[src/trig_pkg.sv]
package trig_pkg;

  ////////////////////////////////////////////////////////////////////////////
  // sizes shared by every block of the trigger path
  ////////////////////////////////////////////////////////////////////////////

  localparam int NUM_TRIGGERS  = 4;   // sequenced trigger slots.
  localparam int NUM_PINS      = 3;   // digital pins that feed slots 0 to 2.
  localparam int COUNTER_WIDTH = 16;  // gap counter and window bound width.
  localparam int SLOT_WIDTH    = 2;   // enough to index NUM_TRIGGERS slots.
  localparam int ADC_WIDTH     = 12;  // one ADC sample.
  localparam int CAPTURE_LEN   = 64;  // capture window length in samples.
  localparam int COUNT_WIDTH   = 16;  // trigger counter width, it wraps.

  // the capture window counter must hold CAPTURE_LEN itself.
  localparam int CAPTURE_CNT_WIDTH = $clog2(CAPTURE_LEN + 1);

  ////////////////////////////////////////////////////////////////////////////
  // configuration and status bundles
  ////////////////////////////////////////////////////////////////////////////

  // sequencer setup. Gap g sits between slot g and slot g+1.
  typedef struct packed {
    logic                                         bypass;     // slot 0 goes straight out.
    logic [SLOT_WIDTH-1:0]                        last_slot;  // slot that completes a sequence.
    logic                                         enable;     // low parks the FSM in idle.
    logic [NUM_TRIGGERS-2:0][COUNTER_WIDTH-1:0]   min_wait;   // earliest accepted count per gap.
    logic [NUM_TRIGGERS-2:0][COUNTER_WIDTH-1:0]   max_wait;   // count that ends a gap as late.
  } seq_cfg_t;

  // level trigger setup.
  typedef struct packed {
    logic [ADC_WIDTH-1:0] threshold;  // compared against each sample.
    logic                 falling;    // set to fire on a downward crossing.
  } level_cfg_t;

  // status seen by the host side.
  typedef struct packed {
    logic armed;           // waiting for a trigger sequence.
    logic capture_active;  // capture window is open.
    logic fail_early;      // one-cycle pulse on a gap below min_wait.
    logic fail_late;       // one-cycle pulse on a gap that hit max_wait.
  } trig_status_t;

  ////////////////////////////////////////////////////////////////////////////
  // sequencer FSM encoding
  ////////////////////////////////////////////////////////////////////////////

  typedef enum logic [1:0] {
    SEQ_IDLE       = 2'd0,  // not armed or not enabled.
    SEQ_WAIT_FIRST = 2'd1,  // looking for a slot 0 pulse.
    SEQ_WAIT_NEXT  = 2'd2   // timing the gap to the next slot.
  } seq_state_t;

endpackage

[src/trigger_pin_sync.sv]
module trigger_pin_sync (
  input  logic                          adc_clk,
  input  logic                          rst,
  input  logic [trig_pkg::NUM_PINS-1:0] pins,
  output logic [trig_pkg::NUM_PINS-1:0] pin_edges
);

  import trig_pkg::*;

  ////////////////////////////////////////////////////////////////////////////
  // synchronizer chain
  ////////////////////////////////////////////////////////////////////////////

  logic [NUM_PINS-1:0] sync_meta;  // first stage, the one that may go metastable.
  logic [NUM_PINS-1:0] sync_q;     // second stage, safe to use in adc_clk logic.
  logic [NUM_PINS-1:0] prev_q;     // last cycle's synchronized level.

  // the pins are asynchronous to adc_clk, so every bit gets its own two flops.
  always_ff @(posedge adc_clk) begin
    if (rst) begin
      sync_meta <= '0;  // all pins read as low after reset.
      sync_q    <= '0;
      prev_q    <= '0;
    end else begin
      sync_meta <= pins;    // capture the raw levels.
      sync_q    <= sync_meta;  // settle for one more cycle.
      prev_q    <= sync_q;  // remember the level for edge detection.
    end
  end

  ////////////////////////////////////////////////////////////////////////////
  // rising edge pulse
  ////////////////////////////////////////////////////////////////////////////

  // a pulse is high for exactly one cycle, since prev_q catches up next cycle.
  always_ff @(posedge adc_clk) begin
    if (rst) begin
      pin_edges <= '0;  // no edge can be reported straight out of reset.
    end else begin
      pin_edges <= sync_q & ~prev_q;  // new high after low gives a pulse.
    end
  end

  // a pin that rises is seen by sync_meta first, then sync_q,
  // and the third flop in line is pin_edges itself.

endmodule

[src/adc_level_trigger.sv]
module adc_level_trigger (
  input  logic                           adc_clk,
  input  logic                           rst,
  input  logic [trig_pkg::ADC_WIDTH-1:0] adc_data,
  input  trig_pkg::level_cfg_t           cfg,
  output logic                           level_edge
);

  ////////////////////////////////////////////////////////////////////////////
  // threshold compare
  ////////////////////////////////////////////////////////////////////////////

  logic hit;    // current sample is on the trigger side of the threshold.
  logic hit_q;  // same test on the previous sample.

  // both tests include equality, so a sample sitting on the threshold counts.
  always_comb begin
    if (cfg.falling) begin
      hit = (adc_data <= cfg.threshold);  // downward, at or below.
    end else begin
      hit = (adc_data >= cfg.threshold);  // upward, at or above.
    end
  end

  ////////////////////////////////////////////////////////////////////////////
  // crossing detect
  ////////////////////////////////////////////////////////////////////////////

  // the pulse shows up one cycle after the sample that crossed.
  always_ff @(posedge adc_clk) begin
    if (rst) begin
      hit_q      <= 1'b1;  // taken as already crossed, so the first sample cannot fire.
      level_edge <= 1'b0;
    end else begin
      hit_q      <= hit;           // keep this sample's result for the next one.
      level_edge <= hit & ~hit_q;  // false to true is a crossing.
    end
  end

  // a polarity change flips the meaning of hit_q for one sample.
  // that may give a single pulse, which is a true crossing under the new test.

endmodule

[src/trigger_sequencer.sv]
module trigger_sequencer (
  input  logic                              adc_clk,
  input  logic                              rst,
  input  logic                              armed,
  input  logic [trig_pkg::NUM_TRIGGERS-1:0] triggers,
  input  trig_pkg::seq_cfg_t                cfg,
  output logic                              trig_out,
  output logic                              fail_early,
  output logic                              fail_late
);

  import trig_pkg::*;

  ////////////////////////////////////////////////////////////////////////////
  // state and gap timing
  ////////////////////////////////////////////////////////////////////////////

  seq_state_t               state;       // current FSM state.
  seq_state_t               next_state;  // FSM state for the next cycle.
  logic [SLOT_WIDTH-1:0]    slot;        // slot index we expect a pulse on.
  logic [SLOT_WIDTH-1:0]    gap;         // gap that ends on the expected slot.
  logic [COUNTER_WIDTH-1:0] counter;     // cycles since the slot advanced.
  logic [COUNTER_WIDTH-1:0] min_wait;    // lower window bound of this gap.
  logic [COUNTER_WIDTH-1:0] max_wait;    // upper window bound of this gap.
  logic                     go;          // armed and enabled.
  logic                     hit;         // pulse on the expected slot.
  logic                     advance;     // step to the next slot and restart the gap.
  logic                     seq_fire;    // last slot arrived inside its window.
  logic                     early;       // expected pulse came before min_wait.
  logic                     late;        // counter reached max_wait first.

  assign go  = armed & cfg.enable;  // either one low sends us to idle.
  assign hit = triggers[slot];      // other slots are simply ignored.

  // slot 0 has no gap before it, so clamp to gap 0 to stay in range.
  assign gap      = (slot == '0) ? '0 : slot - 1'b1;
  assign min_wait = cfg.min_wait[gap];
  assign max_wait = cfg.max_wait[gap];

  ////////////////////////////////////////////////////////////////////////////
  // next state logic
  ////////////////////////////////////////////////////////////////////////////

  always_comb begin
    next_state = state;  // hold unless something below moves us.
    advance    = 1'b0;
    seq_fire   = 1'b0;
    early      = 1'b0;
    late       = 1'b0;
    if (!go) begin
      next_state = SEQ_IDLE;  // nothing fires while not armed.
    end else begin
      case (state)
        SEQ_IDLE: begin
          next_state = SEQ_WAIT_FIRST;  // armed, start looking one cycle later.
        end
        SEQ_WAIT_FIRST: begin
          if (triggers[0]) begin
            if (cfg.last_slot == '0) begin
              seq_fire   = 1'b1;  // one-slot sequence is already complete.
              next_state = SEQ_IDLE;
            end else begin
              advance    = 1'b1;  // start timing gap 0.
              next_state = SEQ_WAIT_NEXT;
            end
          end
        end
        SEQ_WAIT_NEXT: begin
          if (hit) begin
            if (counter >= min_wait) begin
              if (slot >= cfg.last_slot) begin
                seq_fire   = 1'b1;  // final slot inside its window.
                next_state = SEQ_IDLE;
              end else begin
                advance = 1'b1;  // good pulse, move to the next gap.
              end
            end else begin
              early      = 1'b1;  // arrived too soon, abort.
              next_state = SEQ_IDLE;
            end
          end else if (counter == max_wait) begin
            late       = 1'b1;  // window ran out, abort.
            next_state = SEQ_IDLE;
          end
        end
        default: begin
          next_state = SEQ_IDLE;  // unused encoding recovers to idle.
        end
      endcase
    end
  end

  ////////////////////////////////////////////////////////////////////////////
  // registers
  ////////////////////////////////////////////////////////////////////////////

  always_ff @(posedge adc_clk) begin
    if (rst) begin
      state   <= SEQ_IDLE;
      slot    <= '0;
      counter <= '0;
    end else begin
      state <= next_state;
      if (state == SEQ_IDLE) begin
        slot <= '0;  // every sequence starts from slot 0.
      end else if (advance) begin
        slot <= slot + 1'b1;
      end
      if (advance) begin
        counter <= '0;  // zero in the first cycle after the advancing pulse.
      end else if (state == SEQ_WAIT_NEXT) begin
        counter <= counter + 1'b1;  // max_wait stops it before any wrap.
      end
    end
  end

  ////////////////////////////////////////////////////////////////////////////
  // outputs
  ////////////////////////////////////////////////////////////////////////////

  // the trigger leaves in the same cycle as the final pulse.
  assign trig_out = cfg.bypass ? triggers[0] : seq_fire;

  // in bypass the sequence result is discarded, and so are its failures.
  assign fail_early = early & ~cfg.bypass;
  assign fail_late  = late & ~cfg.bypass;

endmodule

[src/capture_arm_ctrl.sv]
module capture_arm_ctrl (
  input  logic                             adc_clk,
  input  logic                             rst,
  input  logic                             arm,
  input  logic                             disarm,
  input  logic                             trig_in,
  output logic                             armed,
  output logic                             capture_active,
  output logic [trig_pkg::COUNT_WIDTH-1:0] trig_count
);

  import trig_pkg::*;

  logic [CAPTURE_CNT_WIDTH-1:0] window_cnt;  // samples left in the capture window.

  ////////////////////////////////////////////////////////////////////////////
  // arm latch
  ////////////////////////////////////////////////////////////////////////////

  // clearing wins over setting, so a trigger in the arm cycle leaves us disarmed.
  always_ff @(posedge adc_clk) begin
    if (rst) begin
      armed <= 1'b0;
    end else if (trig_in || disarm) begin
      armed <= 1'b0;  // one trigger per arm.
    end else if (arm && !capture_active) begin
      armed <= 1'b1;  // arm is ignored while a capture runs.
    end
  end

  ////////////////////////////////////////////////////////////////////////////
  // capture window
  ////////////////////////////////////////////////////////////////////////////

  // loaded with CAPTURE_LEN and counted down to zero, so the window is
  // open for CAPTURE_LEN cycles starting the cycle after the trigger.
  always_ff @(posedge adc_clk) begin
    if (rst) begin
      window_cnt <= '0;
    end else if (trig_in) begin
      window_cnt <= CAPTURE_CNT_WIDTH'(CAPTURE_LEN);  // a new trigger restarts the window.
    end else if (window_cnt != '0) begin
      window_cnt <= window_cnt - 1'b1;
    end
  end

  assign capture_active = (window_cnt != '0);  // open while samples remain.

  ////////////////////////////////////////////////////////////////////////////
  // trigger counter
  ////////////////////////////////////////////////////////////////////////////

  // every trigger counts, including bypass triggers that came unarmed.
  always_ff @(posedge adc_clk) begin
    if (rst) begin
      trig_count <= '0;
    end else if (trig_in) begin
      trig_count <= trig_count + 1'b1;  // wraps at the top.
    end
  end

endmodule

[src/trigger_top.sv]
module trigger_top (
  input  logic                             adc_clk,
  input  logic                             rst,
  input  logic [trig_pkg::NUM_PINS-1:0]    trig_pins,
  input  logic [trig_pkg::ADC_WIDTH-1:0]   adc_data,
  input  trig_pkg::seq_cfg_t               seq_cfg,
  input  trig_pkg::level_cfg_t             level_cfg,
  input  logic                             arm,
  input  logic                             disarm,
  output logic                             trig_out,
  output trig_pkg::trig_status_t           status,
  output logic [trig_pkg::COUNT_WIDTH-1:0] trig_count
);

  import trig_pkg::*;

  logic [NUM_PINS-1:0]     pin_edges;       // synchronized pin rising edges.
  logic                    level_edge;      // ADC threshold crossing.
  logic [NUM_TRIGGERS-1:0] triggers;        // slot ordered trigger vector.
  logic                    armed;           // from the arm latch to the sequencer.
  logic                    capture_active;  // capture window open.
  logic                    fail_early;      // gap shorter than its window.
  logic                    fail_late;       // gap longer than its window.

  ////////////////////////////////////////////////////////////////////////////
  // trigger sources
  ////////////////////////////////////////////////////////////////////////////

  trigger_pin_sync u_pin_sync (
    .adc_clk   (adc_clk),
    .rst       (rst),
    .pins      (trig_pins),
    .pin_edges (pin_edges)
  );

  adc_level_trigger u_level (
    .adc_clk    (adc_clk),
    .rst        (rst),
    .adc_data   (adc_data),
    .cfg        (level_cfg),
    .level_edge (level_edge)
  );

  assign triggers = {level_edge, pin_edges};  // pins on slots 0 to 2, level on slot 3.

  ////////////////////////////////////////////////////////////////////////////
  // sequencing and arm control
  ////////////////////////////////////////////////////////////////////////////

  trigger_sequencer u_seq (
    .adc_clk    (adc_clk),
    .rst        (rst),
    .armed      (armed),
    .triggers   (triggers),
    .cfg        (seq_cfg),
    .trig_out   (trig_out),
    .fail_early (fail_early),
    .fail_late  (fail_late)
  );

  capture_arm_ctrl u_arm (
    .adc_clk        (adc_clk),
    .rst            (rst),
    .arm            (arm),
    .disarm         (disarm),
    .trig_in        (trig_out),
    .armed          (armed),
    .capture_active (capture_active),
    .trig_count     (trig_count)
  );

  // status bundle for the host side.
  assign status = '{armed:          armed,
                    capture_active: capture_active,
                    fail_early:     fail_early,
                    fail_late:      fail_late};

endmodule

[config.mk]
export PLATFORM = sky130hd
export DESIGN_NAME = trigger_top
export DESIGN_NICKNAME = d
export VERILOG_FILES = /design/src/trig_pkg.sv /design/src/trigger_pin_sync.sv /design/src/adc_level_trigger.sv /design/src/trigger_sequencer.sv /design/src/capture_arm_ctrl.sv /design/src/trigger_top.sv
export SDC_FILE = /design/constraint.sdc
export NUM_CORES = 1
export LEC_CHECK = 0
export BUFFER_PORTS_ARGS = -buffer_cell sky130_fd_sc_hd__buf_2
export CORE_ASPECT_RATIO = 0.9
export CORE_MARGIN = 4
export CORE_UTILIZATION = 40
export CTS_BUF_LIST = sky130_fd_sc_hd__clkbuf_8
export CTS_CLUSTER_DIAMETER = 60
export DETAILED_ROUTE_END_ITERATION = 12
export PLACE_DENSITY = 0.66
export SETUP_SLACK_MARGIN = 0.5
export SKIP_CTS_REPAIR_TIMING = 1
export SYNTH_ARGS = -nofsm -noshare
export SYNTH_HDL_FRONTEND = slang
export SYNTH_SLANG_ARGS = --single-unit
[constraint.sdc]
create_clock -name adc_clk -period 7.72 [get_ports adc_clk]
set_input_delay 0.386 -clock adc_clk [delete_from_list [all_inputs] [get_ports adc_clk]]
set_output_delay 0.386 -clock adc_clk [all_outputs]
set_load 0.05 [all_outputs]
==> run metrics, run 1 <==
Core Area=10500 sq um; WL final=10900 microns; Longest Clk Path Bufs=2; syn avg cell area=8.31 sq um; Die Y=107 microns; Adder-Cell Fraction of Synth Area=11.1%; commonest cells in the netlist=nor2_1 (65), dfxtp_1 (58), mux2i_1 (47), ha_1 (39), nand2_1 (32); min Tclk post-route=5.92 ns; full die area=12700 sq um; Clock transition at path regs=0.07 ns; chip width=118 microns; count of boundary I/O pins=153; area grow syn2layout=22.3%; Async S/R FF share, synth=0%; crit start category=flop; primary flip-flop cell chosen by synthesis mapping=dfxtp_1; grt total ovfl=0; clk sinks=58; Slew HR=29.5%; post-synthesis sequential area ratio=26.5%; achievable clock frequency=169 MHz; crit path DAT=5.53 ns; vias in the first global route=3960; initial antenna violation count=0; most common cell in the netlist=nor2_1; Synth area leader=dfxtp_1; FF+latch count, synth=58; placed cell count=784; critical path fanouts, max=62; switching power=241 uW; Post-Synth XOR/XNOR Area=7.19%; Worst-Skew Late Latency=0.34 ns; Iter 0 DRT Violations=168; Post-synth EDFFs=0; Finished Layout Cells=800; first-pass GRT wire length=18100 microns; Setup TNS=0 ns; drt first pass iters=4; total power=808 uW; PwrDens=150 nW/um^2; Placer Congestion=0.839; post-synthesis mux area share=13.8%; initial core utilization=41.9%; crit end category=output port; Inserted Diodes=0; Setup Skew=0.00780 ns; Net Sw Frac=29.8%; worst slew pin tran=1.06 ns; top cells by area in the synthesized netlist=dfxtp_1 (26%), ha_1 (11%), mux2i_1 (11%), nor2_1 (5.6%), xor2_1 (4.6%); Cell Area, Synth=4390 sq um; dpl hpwl=8700 microns; simple logic cell fraction of the synthesized area=24.8%; Core Rows=35; Max Cap Viol=0; power share of the combinational group=24.1%; worst hold path class=in2reg; largest family of logic cells by synthesized area=simple AND/OR/NAND/NOR gates; TritonCTS Buffers=9; CTS tree=built; Final Cycle Share=76.7%; pin count of the biggest net entering global routing=63; Syn Nets=699; total track usage=17.1%; status=completed; Synth Area in Compound Gates=11.1%; Cells after Synth=528; critical setup path kind=reg2out; leak pwr=0.00240 uW; Pint=567 uW; # setup viols final=0; worst hold slack=0.201 ns; DRT antenna net count=0; Clock power frac=34.7%; Final Max Slew Viols=0; Synth Warn #=0; DRC=0; sequential power share=41.2%; H-tree depth=3; nets=837; Via density=5.02; DR WL/cell=13.6 microns; share of the synthesized area in the top cell type=26.5%; RSZ-0062 raised after global routing=no; IO Port Bufs=152; share of post-route cells with drive strength above 1=27.3%; Req. time, crit path=7.33 ns; post-synth cell types=50; Max VDD drop=0.228 mV; Hold Violations, Final=0; Vias=4012; root buffer cell=clkbuf_8
## layout by cell type, fill, tap and decap left out, drive strengths merged, types with 13 or more instances in the layout
master and instances:
a21oi 29, buf 152, o21ai 14, mux2i 47
dfxtp 58, xor2 23, nand2 32, nor2 65
inv 24, nand2b 16, xnor2 13, ha 39
nor2b 23
## power by group through the flow
stage | Combinational, uW | Clock [uW] | Sequential (uW)
2_1_floorplan | 145 | 0 | 336
3_3_place_gp | 191 | 0 | 338
3_5_place_dp | 197 | 0 | 339
4_1_cts | 198 | 290 | 333
5_1_grt | 221 | 303 | 334
6_report | 195 | 280 | 332
## state kept, by name, indices dropped and copies added (netlist names)
register              cells
u_arm.trig_count         16
u_seq.counter            16
u_pin_sync.pin_edges      3
u_seq.state               2
u_pin_sync.sync_meta      3
u_pin_sync.prev_q         3
u_level.level_edge        1
u_level.hit_q             1
u_seq.slot                2
u_pin_sync.sync_q         3
u_arm.armed               1
u_arm.window_cnt          7
## critical path, stage by stage, from the launching register on
cell and delay, ns:
dfxtp_1 0.45, ha_2 0.93, inv_1 0.18, nor2_1 0.67
a21oi_1 0.20, ha_1 0.34, and4_1 0.24, and3_1 0.19
a2111oi_1 0.65, a21oi_2 0.24, nor2_1 0.57, inv_2 0.22
buf_2 0.28
## cell type report
cell class / instances / area, sq um
fill: 993 / 5100
multi-input combinational: 421 / 2990
sequential: 58 / 1160
timing repair buffer: 152 / 761
tap: 129 / 161
clock buffer: 10 / 138
inverter: 24 / 90.1
clock inverter: 6 / 66.3
## logic make-up (layout without fill, tap and decap cells)
family	Yosys count	count (layout)
AO/OA/AOI/OAI	78	78
XOR/XNOR	36	36
adder cells (fa/ha/maj)	39	39
buffers and inverters	49	192
flip-flops	58	58
multiplexers	58	58
AND/OR/NAND/NOR	210	210
## stage by stage
step	setup WS [ns]	area [sq um]	util (%)
after detailed placement	2.14	5160	49.3
final	1.80	5370	51.3
after global placement	2.43	5160	49.3
after floorplan	3.37	4390	-
after CTS	1.77	5370	51.3
after global routing	1.27	5370	51.3
## worst paths after layout
kind | startpoint | endpoint | slack, ns | cells after the start
worst min-delay path | disarm | u_arm.armed | 0.20 | 2
worst min register to register | u_pin_sync.prev_q[2] | u_pin_sync.pin_edges[2] | 0.39 | 1
worst max register to register | u_seq.slot[1] | u_arm.window_cnt[4] | 2.39 | 12
worst max-delay path | u_seq.slot[1] | trig_out | 1.80 | 12
## routing by layer
metal	vias up	share of wire, %	track usage [%]
met5	-	0	0
met1	1743	44	20.6
met4	0	1.3	4.63
li1	2119	-	-
met2	136	47	29.2
met3	14	7.9	5.68
Note: power is estimated with default switching activity, not from simulation.
==> run 2, diff against run 1 <==
Settings changed: ABC_AREA from default to 1.
Clock period 7.72 ns to 5.7 ns, I/O delays scaled along.
==> run metrics, run 2 <==
area grow syn2layout=22.9%; Iter 0 DRT Violations=213; IO Port Bufs=152; dpl hpwl=9470 microns; pin count of the biggest net entering global routing=35; Worst-Skew Late Latency=0.35 ns; chip width=121 microns; Cells after Synth=724; total track usage=18.1%; min Tclk post-route=3.92 ns; Synth area leader=dfxtp_1; worst slew pin tran=0.661 ns; commonest cells in the netlist=nand2_1 (171), inv_1 (110), nor2_1 (84), dfxtp_1 (58), nand3_1 (51); full die area=13400 sq um; share of post-route cells with drive strength above 1=22.2%; DR WL/cell=11.7 microns; Placer Congestion=0.853; critical path's most frequent cell=nand2_1; clk sinks=58; crit end category=output port; drt first pass iters=5; Syn Nets=895; most common cell in the netlist=nand2_1; Worst path slowest cell=ha_1; FF-to-FF setup slack=2.35 ns; grt total ovfl=0; H-tree depth=3; Layout fillers=1179; Core Rows=36; reg2reg start=u_seq.slot[0]; Die Y=110 microns; Max VDD drop=0.126 mV; WL final=12000 microns; first-pass GRT wire length=19800 microns; Post-synth EDFFs=0; delay-heaviest family, CP=simple AND/OR/NAND/NOR gates; status=completed; Synth Warn #=0; Final Max Slew Viols=0; crit-path max cell delay=0.46 ns; post-synth cell types=37; # setup viols final=0; primary flip-flop cell chosen by synthesis mapping=dfxtp_1; share of the synthesized area in the top cell type=25.1%; post-synthesis sequential area ratio=25.1%; hold path startpoint=disarm; Final Cycle Share=68.8%; leak pwr=0.00293 uW; syn avg cell area=6.39 sq um; Max Cap Viol=0; most frequent cells in the layout=nand2_1 (171), buf_2 (152), inv_1 (111); nets=1036; critical setup path kind=reg2out; TritonCTS Buffers=9; Cell Area, Synth=4630 sq um; RR Endpoint=u_arm.window_cnt[2]; crit path cell chain=ha_1 > nand2_4 > inv_4 > a2bb2oi_1 > ha_1 > nand2_1 > nor2_1 > nor2_1 > nand2_1 > nand2_1 > nand2_1 > nand2_1 > nand2_1 > nand3_1 > nand2_1 > nand2_2 > nand2_4 > buf_2; fin util=51.3%; FF+latch count, synth=58; Core Area=11100 sq um; total power=1210 uW; critical path fanouts, max=22; Req. time, crit path=5.41 ns; Async S/R FF share, synth=0%; leading registers by flop count=u_arm.trig_count: 16 flops, u_seq.counter: 16 flops, u_arm.window_cnt: 7 flops; worst hold path class=in2reg; Vias=4803; DRT antenna net count=0; RSZ-0062 raised after global routing=no; vias in the first global route=4451; Setup TNS=0 ns; Slew HR=55.8%; min setup slack post-route=1.78 ns; Hold EP=u_arm.armed; R2R depth=14; WHS Path Cells=2; PwrDens=212 nW/um^2; root buffer cell=clkbuf_8; Inserted Diodes=0; crit path DAT=3.63 ns; Setup Skew=0.0125 ns; Via density=4.70; Clock transition at path regs=0.07 ns; crit start category=flop; most common cell after layout, fill and taps aside=nand2_1; initial core utilization=41.8%; top cells by area in the synthesized netlist=dfxtp_1 (25%), nand2_1 (14%), ha_1 (11%), inv_1 (8.9%), nor2_1 (6.8%); count of boundary I/O pins=153; CTS tree=built; achievable clock frequency=255 MHz; CP Buf/Inv Count=2; Hold Violations, Final=0; DRC=0; initial antenna violation count=0; Longest Clk Path Bufs=2; pre-CTS setup slack=2.08 ns; worst hold slack=0.0940 ns
==> run 2: changes by cell type in the layout (fill, tap and decap cells not counted), moves of 16 or more <==
| cell | delta |
|---|---|
| nor2b_1 | -23 |
| nor2_1 | +19 |
| nand3_1 | +42 |
| inv_1 | +89 |
| nand2b_1 | -16 |
| nand2_1 | +139 |
| o21ai_0 | +22 |
| mux2i_1 | -47 |
==> run 2: through the flow <==
| step | instance area, sq um | cells |
|---|---|---|
| 6_report | 5690 | 1022 |
| 5_1_grt | 5690 | 1022 |
| 4_1_cts | 5690 | 1022 |
| 3_5_place_dp | 5430 | 1006 |
| 3_3_place_gp | 5430 | 1006 |
| 2_1_floorplan | 4630 | 724 |
==> run 2: area by class of cell <==
| class | count | area (sq um) | area share [%] |
|---|---|---|---|
| Clock buffer | 11 | 151 | 2.66 |
| Inverter | 114 | 430 | 7.57 |
| Multi-Input combinational cell | 529 | 2880 | 50.7 |
| Sequential cell | 58 | 1160 | 20.4 |
| Clock inverter | 5 | 101 | 1.78 |
| Timing Repair Buffer | 153 | 768 | 13.5 |
| Tap cell | 152 | 190 | 3.34 |
==> run 2: worst max path at each step <==
stage / endpoint / depth (start not counted) / start
CTS: trig_out / 18 / u_seq.slot[0]
detailed placement: trig_out / 18 / u_seq.slot[0]
finish: trig_out / 18 / u_seq.slot[0]
global route: trig_out / 18 / u_seq.slot[1]
global placement: trig_out / 19 / u_seq.slot[0]
floorplan: trig_out / 21 / u_seq.slot[0]
==> run 2: logic make-up after synthesis <==
group / share of synthesized area, %
AND/OR/NAND/NOR: 34.6
buffers and inverters: 12.6
XOR/XNOR: 4.16
adder cells (fa/ha/maj): 10.5
AO/OA/AOI/OAI: 13.0
flip-flops: 25.1
==> run 2: where the power goes <==
part | switching, uW | internal, uW | total (uW)
Combinational | 160 | 121 | 281
Sequential | 16.0 | 432 | 448
Clock | 164 | 313 | 476
Total | 340 | 866 | 1210
==> run 2: metal layers <==
metal,wire length (microns),track usage [%],up-vias
met5,0,0,-
met4,126,4.64,0
met3,1010,4.69,13
met2,5110,29.4,152
met1,5750,24.0,2030
li1,-,-,2608
==> run 3, diff against run 2 <==
Clock period 5.7 ns to 4.1 ns, I/O delays scaled along.
==> run metrics, run 3 (synthesized netlist as in run 2, its figures left out) <==
initial antenna violation count=0; crit-path max cell delay=0.36 ns; IO Port Bufs=152; status=completed; total power=1530 uW; critical setup path kind=reg2out; FF-to-FF setup slack=1.10 ns; full die area=13400 sq um; Worst-Skew Late Latency=0.33 ns; crit start category=flop; drt first pass iters=5; reg2reg start=u_seq.slot[1]; Core Rows=36; worst hold path class=in2reg; Layout fillers=1168; Iter 0 DRT Violations=259; most frequent cells in the layout=nand2_1 (171), buf_2 (151), inv_1 (110); grt total ovfl=0; hold path startpoint=disarm; # setup viols final=0; CP Launch Point=u_seq.slot[1]; achievable clock frequency=305 MHz; sequential cell area=1160 sq um; DR WL/cell=11.8 microns; Req. time, crit path=3.89 ns; Inserted Diodes=0; Vias=4833; total track usage=18.1%; count of boundary I/O pins=153; Placer Congestion=0.826; crit path cell chain=ha_4 > inv_2 > o21ai_0 > a2bb2oi_1 > ha_1 > nand2_1 > nor2_1 > nor2_1 > nand2_1 > nand2_1 > nand2_1 > nand2_1 > nand2_1 > nand3_1 > nand2_1 > nand2_4 > nand2_4 > buf_8; area of the multi-input gates=2900 sq um; chip width=121 microns; Longest Clk Path Bufs=2; RSZ-0062 raised after global routing=no; DRT antenna net count=0; Setup TNS=0 ns; Worst path slowest cell=dfxtp_2; nets=1039; Max VDD drop=0.192 mV; DRC=0; Setup Skew=0.00591 ns; clk sinks=58; first-pass GRT wire length=20000 microns; TritonCTS Buffers=9; Hold Violations, Final=0; Final Max Slew Viols=0; Clock transition at path regs=0.06 ns; Final Cycle Share=80.0%; min Tclk post-route=3.28 ns; Via density=4.72; crit path DAT=3.07 ns; dpl hpwl=9540 microns; H-tree depth=3; Max Cap Viol=0; Die Y=110 microns; leading registers by flop count=u_arm.trig_count: 16 flops, u_seq.counter: 16 flops, u_arm.window_cnt: 7 flops; critical path's most frequent cell=nand2_1; min setup slack post-route=0.821 ns; area grow syn2layout=23.1%; share of post-route cells with drive strength above 1=22.8%; Slew HR=56.3%; initial core utilization=41.8%; worst slew pin tran=0.653 ns; critical path fanouts, max=29; CTS tree=built; PwrDens=268 nW/um^2; root buffer cell=clkbuf_8; vias in the first global route=4516; pre-CTS setup slack=0.592 ns; Core Area=11100 sq um; leak pwr=0.00294 uW; WL final=12100 microns; most common cell after layout, fill and taps aside=nand2_1; pin count of the biggest net entering global routing=35; crit end category=output port
==> run 3: cell count changes in the layout (fill, tap and decap cells not counted), moves of 2 or more <==
cell       change
buf_4          +2
inv_6          +2
dfxtp_2        +2
clkinv_2       +2
buf_8          +2
ha_1           -2
bufinv_16      -2
dfxtp_1        -2
==> run 3: metrics by stage <==
stage	std cells	hold slack (ns)	utilization [%]	area (sq um)
after floorplan	724	0.284	-	4630
after global placement	1006	0.373	49.0	5430
after detailed placement	1006	0.373	49.0	5430
after CTS	1020	0.0146	50.8	5630
after global routing	1023	0.0150	51.4	5700
final	1023	0.0352	51.4	5700
==> run 3: worst max-delay path: cells and delay by family (launching register included) <==
family | cells | cell delay (ns)
fa+ha+maj | 2 | 0.51
flops | 1 | 0.36
simple gates | 12 | 1.00
compound gates | 2 | 0.35
buf+inv | 2 | 0.52
==> run 3: area by class of cell <==
cell class	count	area share, %
Clock inverter	3	0.703
Sequential cell	58	20.4
Clock buffer	11	2.66
Tap cell	152	3.34
Timing Repair Buffer	156	14.2
Inverter	114	7.69
Multi-Input combinational cell	529	51.0
==> run 3: path summary, 6_finish.rpt <==
kind                                            to  depth (start not counted)
worst min-delay path                   u_arm.armed                          2
worst max-delay path                      trig_out                         18
worst min register to register  u_level.level_edge                          1
worst max register to register   u_seq.counter[13]                         18
==> run 3: per-layer routing <==
layer | vias to the layer above | share of wire (%) | global-route usage [%]
li1 | 2604 | - | -
met1 | 2088 | 49 | 24.4
met2 | 137 | 43 | 30.3
met3 | 4 | 7.4 | 4.39
met4 | 0 | 0.27 | 2.40
met5 | - | 0 | 0
==> run 3: power breakdown <==
part | switching [uW] | internal [uW]
logic | 223 | 169
registers | 22.2 | 601
clock network | 206 | 305
total | 452 | 1070
